$ cat src/cpuParams.svh
`ifndef CPU_PARAMS_SVH
`define CPU_PARAMS_SVH

// Word width of every register and of the bus
`define DATA_WIDTH 32

// General register count, R0 through R15
`define REG_COUNT 16

// Instruction field positions, given by their most significant bit
`define OPCODE_MSB 31
`define RA_MSB 26
`define RB_MSB 22
`define RC_MSB 18

// Constant field sits at the bottom of the word
`define CONST_WIDTH 19

// Branch condition C2 occupies bits 20..19
`define COND_MSB 20

`endif
$ cat src/cpuPkg.sv
`include "cpuParams.svh"

package cpuPkg;

    typedef struct packed {
        logic pcOut;
        logic zLowOut;
        logic mdrOut;
        logic rOut;
        logic baOut;
        logic cSignOut;
        logic pcIn;
        logic irIn;
        logic marIn;
        logic mdrIn;
        logic yIn;
        logic zLowIn;
        logic rIn;
        logic conIn;
        logic gra;
        logic grb;
        logic grc;
        logic read;
        logic write;
        logic incPc;
    } controlStrobes;

    // The full constant spans rc and the low field
    typedef struct packed {
        logic [`OPCODE_MSB-`RA_MSB-1:0]            opcode;
        logic [`RA_MSB-`RB_MSB-1:0]                ra;
        logic [`RB_MSB-`RC_MSB-1:0]                rb;
        logic [$clog2(`REG_COUNT)-1:0]             rc;
        logic [`RC_MSB-$clog2(`REG_COUNT):0]       constant;
    } instrFields;

    typedef enum logic [3:0] {
        opAdd = 4'd0,
        opSub = 4'd1,
        opAnd = 4'd2,
        opOr  = 4'd3,
        opShl = 4'd4,
        opShr = 4'd5,
        opNeg = 4'd6,
        opNot = 4'd7
    } aluOp;

    typedef enum logic [1:0] {
        condZero     = 2'b00,
        condNonZero  = 2'b01,
        condPositive = 2'b10,
        condNegative = 2'b11
    } branchCond;

endpackage

$ cat src/dataPath.sv
`timescale 1ns/1ps
`include "cpuParams.svh"

module dataPath (
    input  logic                   clock,
    input  logic                   arstN,
    input  cpuPkg::controlStrobes  ctrl,
    input  cpuPkg::aluOp           op,
    input  logic [`DATA_WIDTH-1:0] mdataIn,
    output logic [`DATA_WIDTH-1:0] marOut,
    output logic [`DATA_WIDTH-1:0] mdrOut,
    output logic [`DATA_WIDTH-1:0] busOut,
    output logic                   conFlag
);

    import cpuPkg::*;

    logic [`DATA_WIDTH-1:0] pc;
    instrFields             ir;
    logic [`DATA_WIDTH-1:0] mar;
    logic [`DATA_WIDTH-1:0] mdr;
    logic [`DATA_WIDTH-1:0] y;
    logic [`DATA_WIDTH-1:0] zLow;

    logic [`DATA_WIDTH-1:0]        bus;
    logic [`DATA_WIDTH-1:0]        irWord;
    logic [$clog2(`REG_COUNT)-1:0] regIndex;
    logic [`DATA_WIDTH-1:0]        cSign;
    logic [`DATA_WIDTH-1:0]        regData;
    logic [`DATA_WIDTH-1:0]        aluResult;
    branchCond                     cond;

    assign irWord = ir;
    assign cond   = branchCond'(irWord[`COND_MSB -: $bits(branchCond)]);

    // One source drives the bus; the order only matters if the control misbehaves
    always_comb begin
        if (ctrl.mdrOut) begin
            bus = mdr;
        end else if (ctrl.zLowOut) begin
            bus = zLow;
        end else if (ctrl.pcOut) begin
            bus = pc;
        end else if (ctrl.rOut || ctrl.baOut) begin
            bus = regData;
        end else if (ctrl.cSignOut) begin
            bus = cSign;
        end else begin
            bus = '0;
        end
    end

    always_ff @(posedge clock or negedge arstN) begin
        if (!arstN) begin
            pc   <= '0;
            ir   <= '0;
            mar  <= '0;
            mdr  <= '0;
            y    <= '0;
            zLow <= '0;
        end else begin
            if (ctrl.pcIn) begin
                pc <= bus;
            end
            if (ctrl.irIn) begin
                ir <= bus;
            end
            if (ctrl.marIn) begin
                mar <= bus;
            end
            if (ctrl.mdrIn || ctrl.read) begin
                mdr <= ctrl.read ? mdataIn : bus;  // Memory read takes the external word
            end
            if (ctrl.yIn) begin
                y <= bus;
            end
            if (ctrl.zLowIn) begin
                zLow <= aluResult;
            end
        end
    end

    selectEncode selectEncodeInst (
        .ir       (ir),
        .gra      (ctrl.gra),
        .grb      (ctrl.grb),
        .grc      (ctrl.grc),
        .regIndex (regIndex),
        .cSign    (cSign)
    );

    registerFile registerFileInst (
        .clock    (clock),
        .arstN    (arstN),
        .regIndex (regIndex),
        .rIn      (ctrl.rIn),
        .baOut    (ctrl.baOut),
        .busIn    (bus),
        .readData (regData)
    );

    conditionLogic conditionLogicInst (
        .clock   (clock),
        .arstN   (arstN),
        .busIn   (bus),
        .cond    (cond),
        .conIn   (ctrl.conIn),
        .conFlag (conFlag)
    );

    alu aluInst (
        .yValue (y),
        .busIn  (bus),
        .op     (op),
        .incPc  (ctrl.incPc),
        .result (aluResult)
    );

    assign marOut = mar;
    assign mdrOut = mdr;
    assign busOut = bus;

endmodule

$ cat src/alu.sv
`timescale 1ns/1ps
`include "cpuParams.svh"

module alu (
    input  logic [`DATA_WIDTH-1:0] yValue,
    input  logic [`DATA_WIDTH-1:0] busIn,
    input  cpuPkg::aluOp           op,
    input  logic                   incPc,
    output logic [`DATA_WIDTH-1:0] result
);

    import cpuPkg::*;

    localparam int ShiftWidth = $clog2(`DATA_WIDTH);

    logic [ShiftWidth-1:0] shiftCount;

    assign shiftCount = busIn[ShiftWidth-1:0];

    always_comb begin
        if (incPc) begin
            result = busIn + `DATA_WIDTH'(1);  // PC increment overrides the operation
        end else begin
            unique case (op)
                opAdd: begin
                    result = yValue + busIn;
                end
                opSub: begin
                    result = yValue - busIn;
                end
                opAnd: begin
                    result = yValue & busIn;
                end
                opOr: begin
                    result = yValue | busIn;
                end
                opShl: begin
                    result = yValue << shiftCount;
                end
                opShr: begin
                    result = yValue >> shiftCount;  // Logical, zeros shift in
                end
                opNeg: begin
                    result = -busIn;
                end
                opNot: begin
                    result = ~busIn;
                end
                default: begin
                    result = '0;
                end
            endcase
        end
    end

endmodule

$ cat src/conditionLogic.sv
`timescale 1ns/1ps
`include "cpuParams.svh"

module conditionLogic (
    input  logic                   clock,
    input  logic                   arstN,
    input  logic [`DATA_WIDTH-1:0] busIn,
    input  cpuPkg::branchCond      cond,
    input  logic                   conIn,
    output logic                   conFlag
);

    import cpuPkg::*;

    logic isZero;
    logic isNegative;
    logic condTrue;

    assign isZero     = (busIn == '0);
    assign isNegative = busIn[`DATA_WIDTH-1];

    always_comb begin
        unique case (cond)
            condZero:     condTrue = isZero;
            condNonZero:  condTrue = !isZero;
            condPositive: condTrue = !isNegative && !isZero;  // Zero is not positive
            condNegative: condTrue = isNegative;
            default:      condTrue = 1'b0;
        endcase
    end

    always_ff @(posedge clock or negedge arstN) begin
        if (!arstN) begin
            conFlag <= 1'b0;
        end else if (conIn) begin
            conFlag <= condTrue;
        end
    end

endmodule

$ cat src/selectEncode.sv
`timescale 1ns/1ps
`include "cpuParams.svh"

module selectEncode (
    input  cpuPkg::instrFields            ir,
    input  logic                          gra,
    input  logic                          grb,
    input  logic                          grc,
    output logic [$clog2(`REG_COUNT)-1:0] regIndex,
    output logic [`DATA_WIDTH-1:0]        cSign
);

    localparam int IndexWidth = $clog2(`REG_COUNT);

    logic [`DATA_WIDTH-1:0]  irWord;
    logic [`CONST_WIDTH-1:0] constField;

    assign irWord     = ir;
    assign constField = irWord[`CONST_WIDTH-1:0];

    // Only one select is raised per step, so the fields simply OR together
    assign regIndex = ({IndexWidth{gra}} & ir.ra)
                    | ({IndexWidth{grb}} & ir.rb)
                    | ({IndexWidth{grc}} & ir.rc);

    assign cSign = {{(`DATA_WIDTH-`CONST_WIDTH){constField[`CONST_WIDTH-1]}}, constField};

endmodule

$ cat src/registerFile.sv
`timescale 1ns/1ps
`include "cpuParams.svh"

module registerFile (
    input  logic                          clock,
    input  logic                          arstN,
    input  logic [$clog2(`REG_COUNT)-1:0] regIndex,
    input  logic                          rIn,
    input  logic                          baOut,
    input  logic [`DATA_WIDTH-1:0]        busIn,
    output logic [`DATA_WIDTH-1:0]        readData
);

    logic [`DATA_WIDTH-1:0] regs [`REG_COUNT];

    always_ff @(posedge clock or negedge arstN) begin
        if (!arstN) begin
            for (int i = 0; i < `REG_COUNT; i++) begin
                regs[i] <= '0;
            end
        end else if (rIn) begin
            regs[regIndex] <= busIn;
        end
    end

    // Base-address reads treat R0 as a zero base
    always_comb begin
        if (baOut && regIndex == '0) begin
            readData = '0;
        end else begin
            readData = regs[regIndex];
        end
    end

endmodule

$ cat config.mk
export PLATFORM = sky130hd
export DESIGN_NAME = dataPath
export DESIGN_NICKNAME = d
export VERILOG_FILES = /design/src/cpuPkg.sv /design/src/dataPath.sv /design/src/alu.sv /design/src/conditionLogic.sv /design/src/selectEncode.sv /design/src/registerFile.sv
export VERILOG_INCLUDE_DIRS = /design/src
export SDC_FILE = /design/constraint.sdc
export NUM_CORES = 2
export LEC_CHECK = 0
export ABC_AREA = 1
export BUFFER_PORTS_ARGS = -buffer_cell sky130_fd_sc_hd__buf_2
export CORE_MARGIN = 2
export CORE_UTILIZATION = 60
export DETAILED_ROUTE_END_ITERATION = 10
export PLACE_DENSITY_LB_ADDON = 0.08
export SLEW_MARGIN = 20
export SYNTH_ARGS = -nofsm -noshare
export SYNTH_HDL_FRONTEND = slang
export SYNTH_SLANG_ARGS = --single-unit
$ cat constraint.sdc
create_clock -name clock -period 5.7 [get_ports clock]
set_input_delay 0.855 -clock clock [delete_from_list [all_inputs] [get_ports clock]]
set_output_delay 0.855 -clock clock [all_outputs]
set_load 0.02 [all_outputs]
## After elaboration in Yosys (flattened, before gate mapping)

Index checks and enable logic that the tools add are counted.

| operators by class | value |
|---|---|
| $add $sub $neg | 4 |
| multipliers | 0 |
| div/mod/pow operators | 0 |
| order comparisons | 2 |
| equal/unequal tests | 10 |
| shift-type cells | 2 |
| multiplexer cells | 16 |
| bitwise gates (word level) | 9 |
| reductions and logical operators | 11 |

Operators by type and width:

| operator | number |
|---|---|
| $bwmux W512 | 1 |
| $mux W32 | 11 |
| $pmux W32 S8 | 1 |
| $bmux W32 S4 | 1 |
| $demux W32 S4 | 1 |
| $add A32 B1 Y32 const B | 1 |
| $add A32 B32 Y32 | 1 |
| $and A32 B32 Y32 | 1 |
| $logic_not A32 Y1 | 1 |
| $neg A32 Y32 | 1 |
| $not A32 Y32 | 1 |
| $or A32 B32 Y32 | 1 |
| $shl A32 B5 Y32 | 1 |
| $shr A32 B5 Y32 | 1 |
| $sub A32 B32 Y32 | 1 |
| $eq A4 B3 Y1 const B | 4 |
| $and A4 B4 Y4 | 3 |
| $eq A4 B2 Y1 const B | 2 |
| $logic_not A4 Y1 | 2 |
| $or A4 B4 Y4 | 2 |
| $ge A5 B5 Y1 const B | 1 |
| $lt A5 B1 Y1 const B | 1 |
| $not A4 Y5 | 1 |
| $eq A2 B2 Y1 const B | 2 |
| other kinds (7) | 11 |

| storage, ports and cells | value |
|---|---|
| register bits | 700 |
| latch bits | 0 |
| RAM bits | 0 |
| bits in read-only memories | 0 |
| memories kept | 0 |

## Longest topological paths before layout

| logic depth | value |
|---|---|
| depth after elaboration | 16 |
| depth in mapped cells | 40 |
| depth with buffers taken out | 38 |

## Hierarchy

A second synthesis with hierarchy kept.

| unflattened totals | value |
|---|---|
| cells, all modules | 6,646 |
| area total of the unflattened synthesis | 44,620.3 um^2 |

By module, submodules not included:

| module | instances | cells an instance | area each (um^2) | sequential area each (um^2) |
|---|---|---|---|---|
| registerFile | 1 | 3,238 | 23,809.1 | 12,812.3 |
| alu | 1 | 2,208 | 10,640.2 | 0.0 |
| dataPath | 1 | 1,107 | 9,671.8 | 4,804.6 |
| selectEncode | 1 | 48 | 305.3 | 0.0 |
| conditionLogic | 1 | 45 | 193.9 | 25.0 |

## Worst setup path before layout

Ideal clock, no wire load.

| timing | value |
|---|---|
| kind | input port to flip-flop |
| start point | in ctrl[4] (netlist bit) |
| end point | reg zLow[18] |
| library setup time | 0.124 ns |
| data arrival time | 5.316 ns |
| data required time | 5.576 ns |
| setup slack | 0.260 ns |
| stages on the path | 35 |
| path buffers | 5 |
| cells stage by stage | nand2_4 > nand3_4 > buf_4 > nand2_1 > nand2_1 > nand2_1 > nand2_1 > nand2_1 > nand3_1 > o21bai_1 > nand2_1 > nand2_1 > nand2_2 > nand2_2 > buf_4 > buf_2 > buf_2 > buf_1 > ha_1 > inv_1 > fa_1 > nand3b_1 > nand2_1 > a21oi_1 > o21ai_0 > nand2_1 > o211ai_1 > a21boi_0 > or2_2 > nand3_1 > o2111ai_1 > inv_1 > nand4_1 > nand2_1 > a21oi_1 |

| on the way | value |
|---|---|
| word-level cells in the longest chain between the ends | 15 |
| elaborated cells between the ends (all ways) | 25 |

RTL lines:

| element | RTL line | RTL |
|---|---|---|
| start: declaration | dataPath.sv:7 | `input cpuPkg::controlStrobes ctrl,` |
| $and A4 B4 Y4 * | selectEncode.sv:23 | `\| ({IndexWidth{grb}} & ir.rb)` |
| $or A4 B4 Y4 * | selectEncode.sv:23 |  |
| $or A4 B4 Y4 * | selectEncode.sv:24 | `\| ({IndexWidth{grc}} & ir.rc);` |
| $not A4 Y5 (not written as such) | registerFile.sv:31 | `readData = regs[regIndex];` |
| $bmux W32 S4 | registerFile.sv:31 |  |
| $mux W32 (not written as such) (2 in series) | registerFile.sv:31 |  |
| $mux W32 * | registerFile.sv:28 | `if (baOut && regIndex == '0) begin` |
| $mux W32 * | dataPath.sv:44 | `end else if (ctrl.rOut \|\| ctrl.baOut) begin` |
| $mux W32 * | dataPath.sv:42 | `end else if (ctrl.pcOut) begin` |
| $mux W32 * | dataPath.sv:40 | `end else if (ctrl.zLowOut) begin` |
| $mux W32 * | dataPath.sv:38 | `if (ctrl.mdrOut) begin` |
| net busOut[0] | dataPath.sv:12 | `` output logic [`DATA_WIDTH-1:0] busOut, `` |
| $neg A32 Y32 (tied with other cells) | alu.sv:44 | `result = -busIn;` |
| $pmux W32 S8 | alu.sv:24 | `unique case (op)` |
| $mux W32 * | alu.sv:21 | `if (incPc) begin` |
| end signal: assignment | dataPath.sv:78 | `zLow <= aluResult;` |
| end: declaration | dataPath.sv:23 | `` logic [`DATA_WIDTH-1:0] zLow; `` |

The timed path passes the listed nets; every way through them passes the cells marked *. The select of a mux whose other input is x is not followed.
A chain may end at the register's enable or synchronous reset.

## Worst setup path after layout

| timing | value |
|---|---|
| start point | reg ir[16] (netlist name) |
| end point | reg zLow[23] |

| on the way | value |
|---|---|
| word-level cells in the longest chain between the ends | 14 |
| elaborated cells between the ends (all ways) | 25 |

RTL lines:

| element | RTL line |
|---|---|
| $and A4 B4 Y4 | selectEncode.sv:24 |
| $or A4 B4 Y4 | selectEncode.sv:24 |
| $not A4 Y5 (not written as such) | registerFile.sv:31 |
| $bmux W32 S4 | registerFile.sv:31 |
| $mux W32 (not written as such) (2 in series) | registerFile.sv:31 |
| $mux W32 | registerFile.sv:28 |
| $mux W32 * | dataPath.sv:44 |
| $mux W32 * | dataPath.sv:42 |
| $mux W32 * | dataPath.sv:40 |
| $mux W32 * | dataPath.sv:38 |
| $neg A32 Y32 (tied with other cells) | alu.sv:44 |
| $pmux W32 S8 | alu.sv:24 |
| $mux W32 * | alu.sv:21 |

Mark *: on every way between the ends. The rest lies on a longest branch, timed or not. The select of a mux whose other input is x is not followed.

==> impl_results.md <==
* Drt initial violations at between 7,000 and 8,000
* Design Power at 22.0 mW
* Power Density at between 400 and 500 nW/um^2
* Synth Cell Area at just over 40,000 um^2
* Arr. time, crit path at between 6 and 7 ns
* Hold_buf cts at 0
* CTS tree: done
* Compound-Gate Fraction of Synth Area at 0.170
* Total global-route track usage at 0.500
* Path type of the worst setup path: reg -> reg
* Flop pwr share at 0.355
* Cell family with most CP delay: compound AO/OA/AOI/OAI gates
* Top_reg_cell synth: dfrtp_1
* Via Count at 44,800
* Asr flop ratio synth at 1.00
* Die area at ~70,000 um^2
* First-pass GRT wire length at approximately 260 mm
* Die width at roughly 270 um
* Crit-path max cell delay at around 0.42 ns
* Pins Over Slew Limit at 0
* Num rows at 95
* Clock sink count at 700
* Number of global-route vias before repair at about 42,000
* Post-Synth Simple-Gate Area at 0.275
* Worst slack, placed at -0.196 ns
* Mean post-synth cell area at approximately 7.1 um^2
* Logic pwr share at 0.403
* Yosys cell types at 55
* Worst slew pin tran at ~1.2 ns
* DRC at 0
* Sequential element share of the synthesized area at 0.428
* Top cells by area, synth: dfrtp_1 43%, nand2_1 17%, o21ai_0 9.8%
* Vias/cell at approximately 6.3
* Final Net Count at approximately 6,300
* Clk pwr share at 0.242
* Antenna violations before repair at 17
* Drt pass-1 iters at 7
* Synth Area in Adders at 0.0316
* FF+latch count, synth at 700
* WP buf/inv at 8
* Top cell by count, worst path: nand2_1
* H-tree depth at 3
* Number of enable flip-flop cells after synthesis at 0
* Max_slew headroom at 0.194
* Total clock buffers created by CTS at between 70 and 80
* Largest net degree at the start of global routing at 140
* Clock slew at reported path FFs at about 0.07 ns
* Max_cap viols at 0
* Min cycle time layout at roughly 5.6 ns
* Routed WL per cell at about 25 um
* Final setup margin at 0.0591 ns
* Design Area, Final at 48,100 um^2
* Final Wtd Congestion at roughly 1.1
* Antenna viol nets, final at 0
* Fill cell count at 5,138
* Leak pwr at 23.8 nW
* Clock root cell: clkbuf_16
* Peak supply drop at 364 uV
* Synth warnings at 0
* Multiplexer share of the synthesized area at 0
* IO Port Bufs at 153
* # IOs at between 150 and 200
* Post-DP HPWL at approximately 120 mm
* Switching pwr at 9.15 mW
* Worst skew pair latency at 0.69 ns
* Syn_nets at 5,932
* Setup-failing EPs final at 0
* Hold WC Path Type: in -> async
* Leading area contributor after synthesis: dfrtp_1
* Sw frac at 0.416
* Die H at between 200 and 300 um
* RSZ-0062 raised after global routing: no
* Fmax at approximately 0.18 GHz
* Initial core utilization at 0.608
* Status: completed
* Yosys top cell area share at 0.428
* Core area at approximately 67,000 um^2
* Synth-to-Final Area Change at 17.6%
* Worst setup SP type: flip-flop
* Mapped Cells at around 5,800
* Clock buffer depth at 3
* Routed wire length at 178 mm
* Setup TNS at 0 ns
* Largest family of logic cells by synthesized area: simple AND/OR/NAND/NOR gates
* Final Skew at approximately 0.071 ns
* CP endpoint kind: flip-flop
* Internal at between 10 and 15 mW
* Worst-path cell with the longest stage delay: dfrtp_1
* Crit Path Max Fanout at 9
* Layout cells sized above 1 at 0.142
* Post-Synth XOR/XNOR Area at 0.00493
* Tcrit/Tclk final at 0.990
* Post-Place Cell Area at around 45,000 um^2
* Required @ worst endpoint at a little over 6 ns
* Final Hold Fails at 0
* Total gr overflow at 0
[worst reg2reg max path: cells and delay by family, from the launching register on]
| kind | cells | cell delay [ns] |
|---|---|---|
| simple gates | 13 | 1.50 |
| fa+ha+maj | 1 | 0.36 |
| buf+inv | 8 | 1.44 |
| compound gates | 11 | 1.79 |
| flops | 1 | 0.42 |
[path summary, 6_finish.rpt]
check	slack, ns	endpoint	start	cells after the start
min in group clock	0.42	mdrOut[15]	mdataIn[15]	3
worst min-delay path	0.27	registerFileInst.regs[146]	arstN	1
worst max register to register	0.06	zLow[23]	ir[16]	33
worst max-delay path	0.06	zLow[23]	ir[16]	33
max in group asynchronous	4.08	y[0]	arstN	2
worst min register to register	0.48	registerFileInst.regs[386]	registerFileInst.regs[386]	2
[cells in the final DEF (no fill, tap or decap), types with 8 or more instances in the layout]
cell type and instances:
clkbuf_1 13, nor2_2 19, ha_1 100, o21ai_0 795
o21bai_1 12, or2_2 16, clkbuf_16 76, dfrtp_1 700
nor3_1 15, xor2_1 21, clkinv_1 17, nand3b_1 10
o221ai_1 34, o2111ai_1 30, clkinv_2 12, nand2_1 1805
o21a_1 8, nand3_1 401, nor2_1 372, buf_2 152
inv_1 529, nand4_1 69, clkbuf_8 15, o211ai_1 29
buf_4 473, buf_12 24, nand2_2 16, o22ai_1 67
a21oi_1 199, inv_2 16, diode_2 13, o21ai_1 46
[registers in the layout, summed over array words and instances (netlist names)]
| name | count |
|---|---|
| marOut | 32 |
| conditionLogicInst.conFlag | 1 |
| mdrOut | 32 |
| zLow | 32 |
| ir | 25 |
| y | 32 |
| registerFileInst.regs | 512 |
| cond | 2 |
| pc | 32 |
[routing by layer]
metal  track usage  wire (um)  up-vias
met1         0.672      65900    21000
li1              -          -    19500
met5             0         63        -
met3         0.179      27800      755
met2         0.702      72400     3541
met4         0.274      11600       10
[power groups by stage]
stage                     Clock [mW]  Combinational [mW]  Sequential, mW
after floorplan                    0                4.89            7.63
after global placement             0                8.04            7.69
after detailed placement           0                8.28            7.80
after CTS                       5.28                8.48            7.76
after global routing            5.49                9.55            7.96
final                           5.32                8.88            7.83
[cell usage after synthesis (3+ instances only)]
master,instances
nand3b_1,10
a21o_1,5
clkinv_1,19
o22ai_1,67
nand2_1,1806
o2111ai_1,31
nand2_4,4
buf_4,22
or2_2,16
a21oi_1,203
inv_1,532
a211oi_1,4
o21bai_1,12
nor4_1,6
clkbuf_1,230
nor2_1,389
o211ai_1,29
dfrtp_1,700
buf_6,3
nor3_1,16
o221ai_1,34
nand2_2,15
a22oi_1,6
o21ai_0,799
buf_2,81
o21ai_1,44
inv_2,12
buf_1,30
nand4_1,69
ha_1,100
xor2_1,21
nand3_1,403
a21boi_0,3
o21a_1,8
a31oi_1,8
nor2_2,8
[metrics by stage]
stage                     utilization  instances  hold WS (ns)
after floorplan                     -       5772         0.445
after global placement          0.674       6930         0.460
after detailed placement        0.674       6930         0.465
after CTS                       0.713       7067         0.302
after global routing            0.715       7071         0.300
final                           0.715       7082         0.267
[timing repair]
action / in CTS / in global routing
gates resized for setup: 0 / 19
buffers inserted: 0 / 2
endpoints found under the setup margin: 0 / 16
[area by class of cell]
type,instances,area (um^2),area share
multi-input combinational,4142,19800,0.412
clock buffer,104,2160,0.0448
clock inverter,33,507,0.0105
inverter,564,2120,0.0441
timing repair buffer,653,4840,0.101
tap,873,1090,0.0227
antenna,13,32.5,0.000676
sequential,700,17500,0.364
[cell families (layout without fill, tap and decap cells)]
logic type,after synthesis,count (layout)
AO/OA/AOI/OAI,1268,1268
AND/OR/NAND/NOR,2749,2749
flip-flops,700,700
adder cells (fa/ha/maj),102,102
XOR/XNOR,23,23
other,0,13
buffers and inverters,930,1354
No activity file was read; power rests on OpenSTA's default activity.
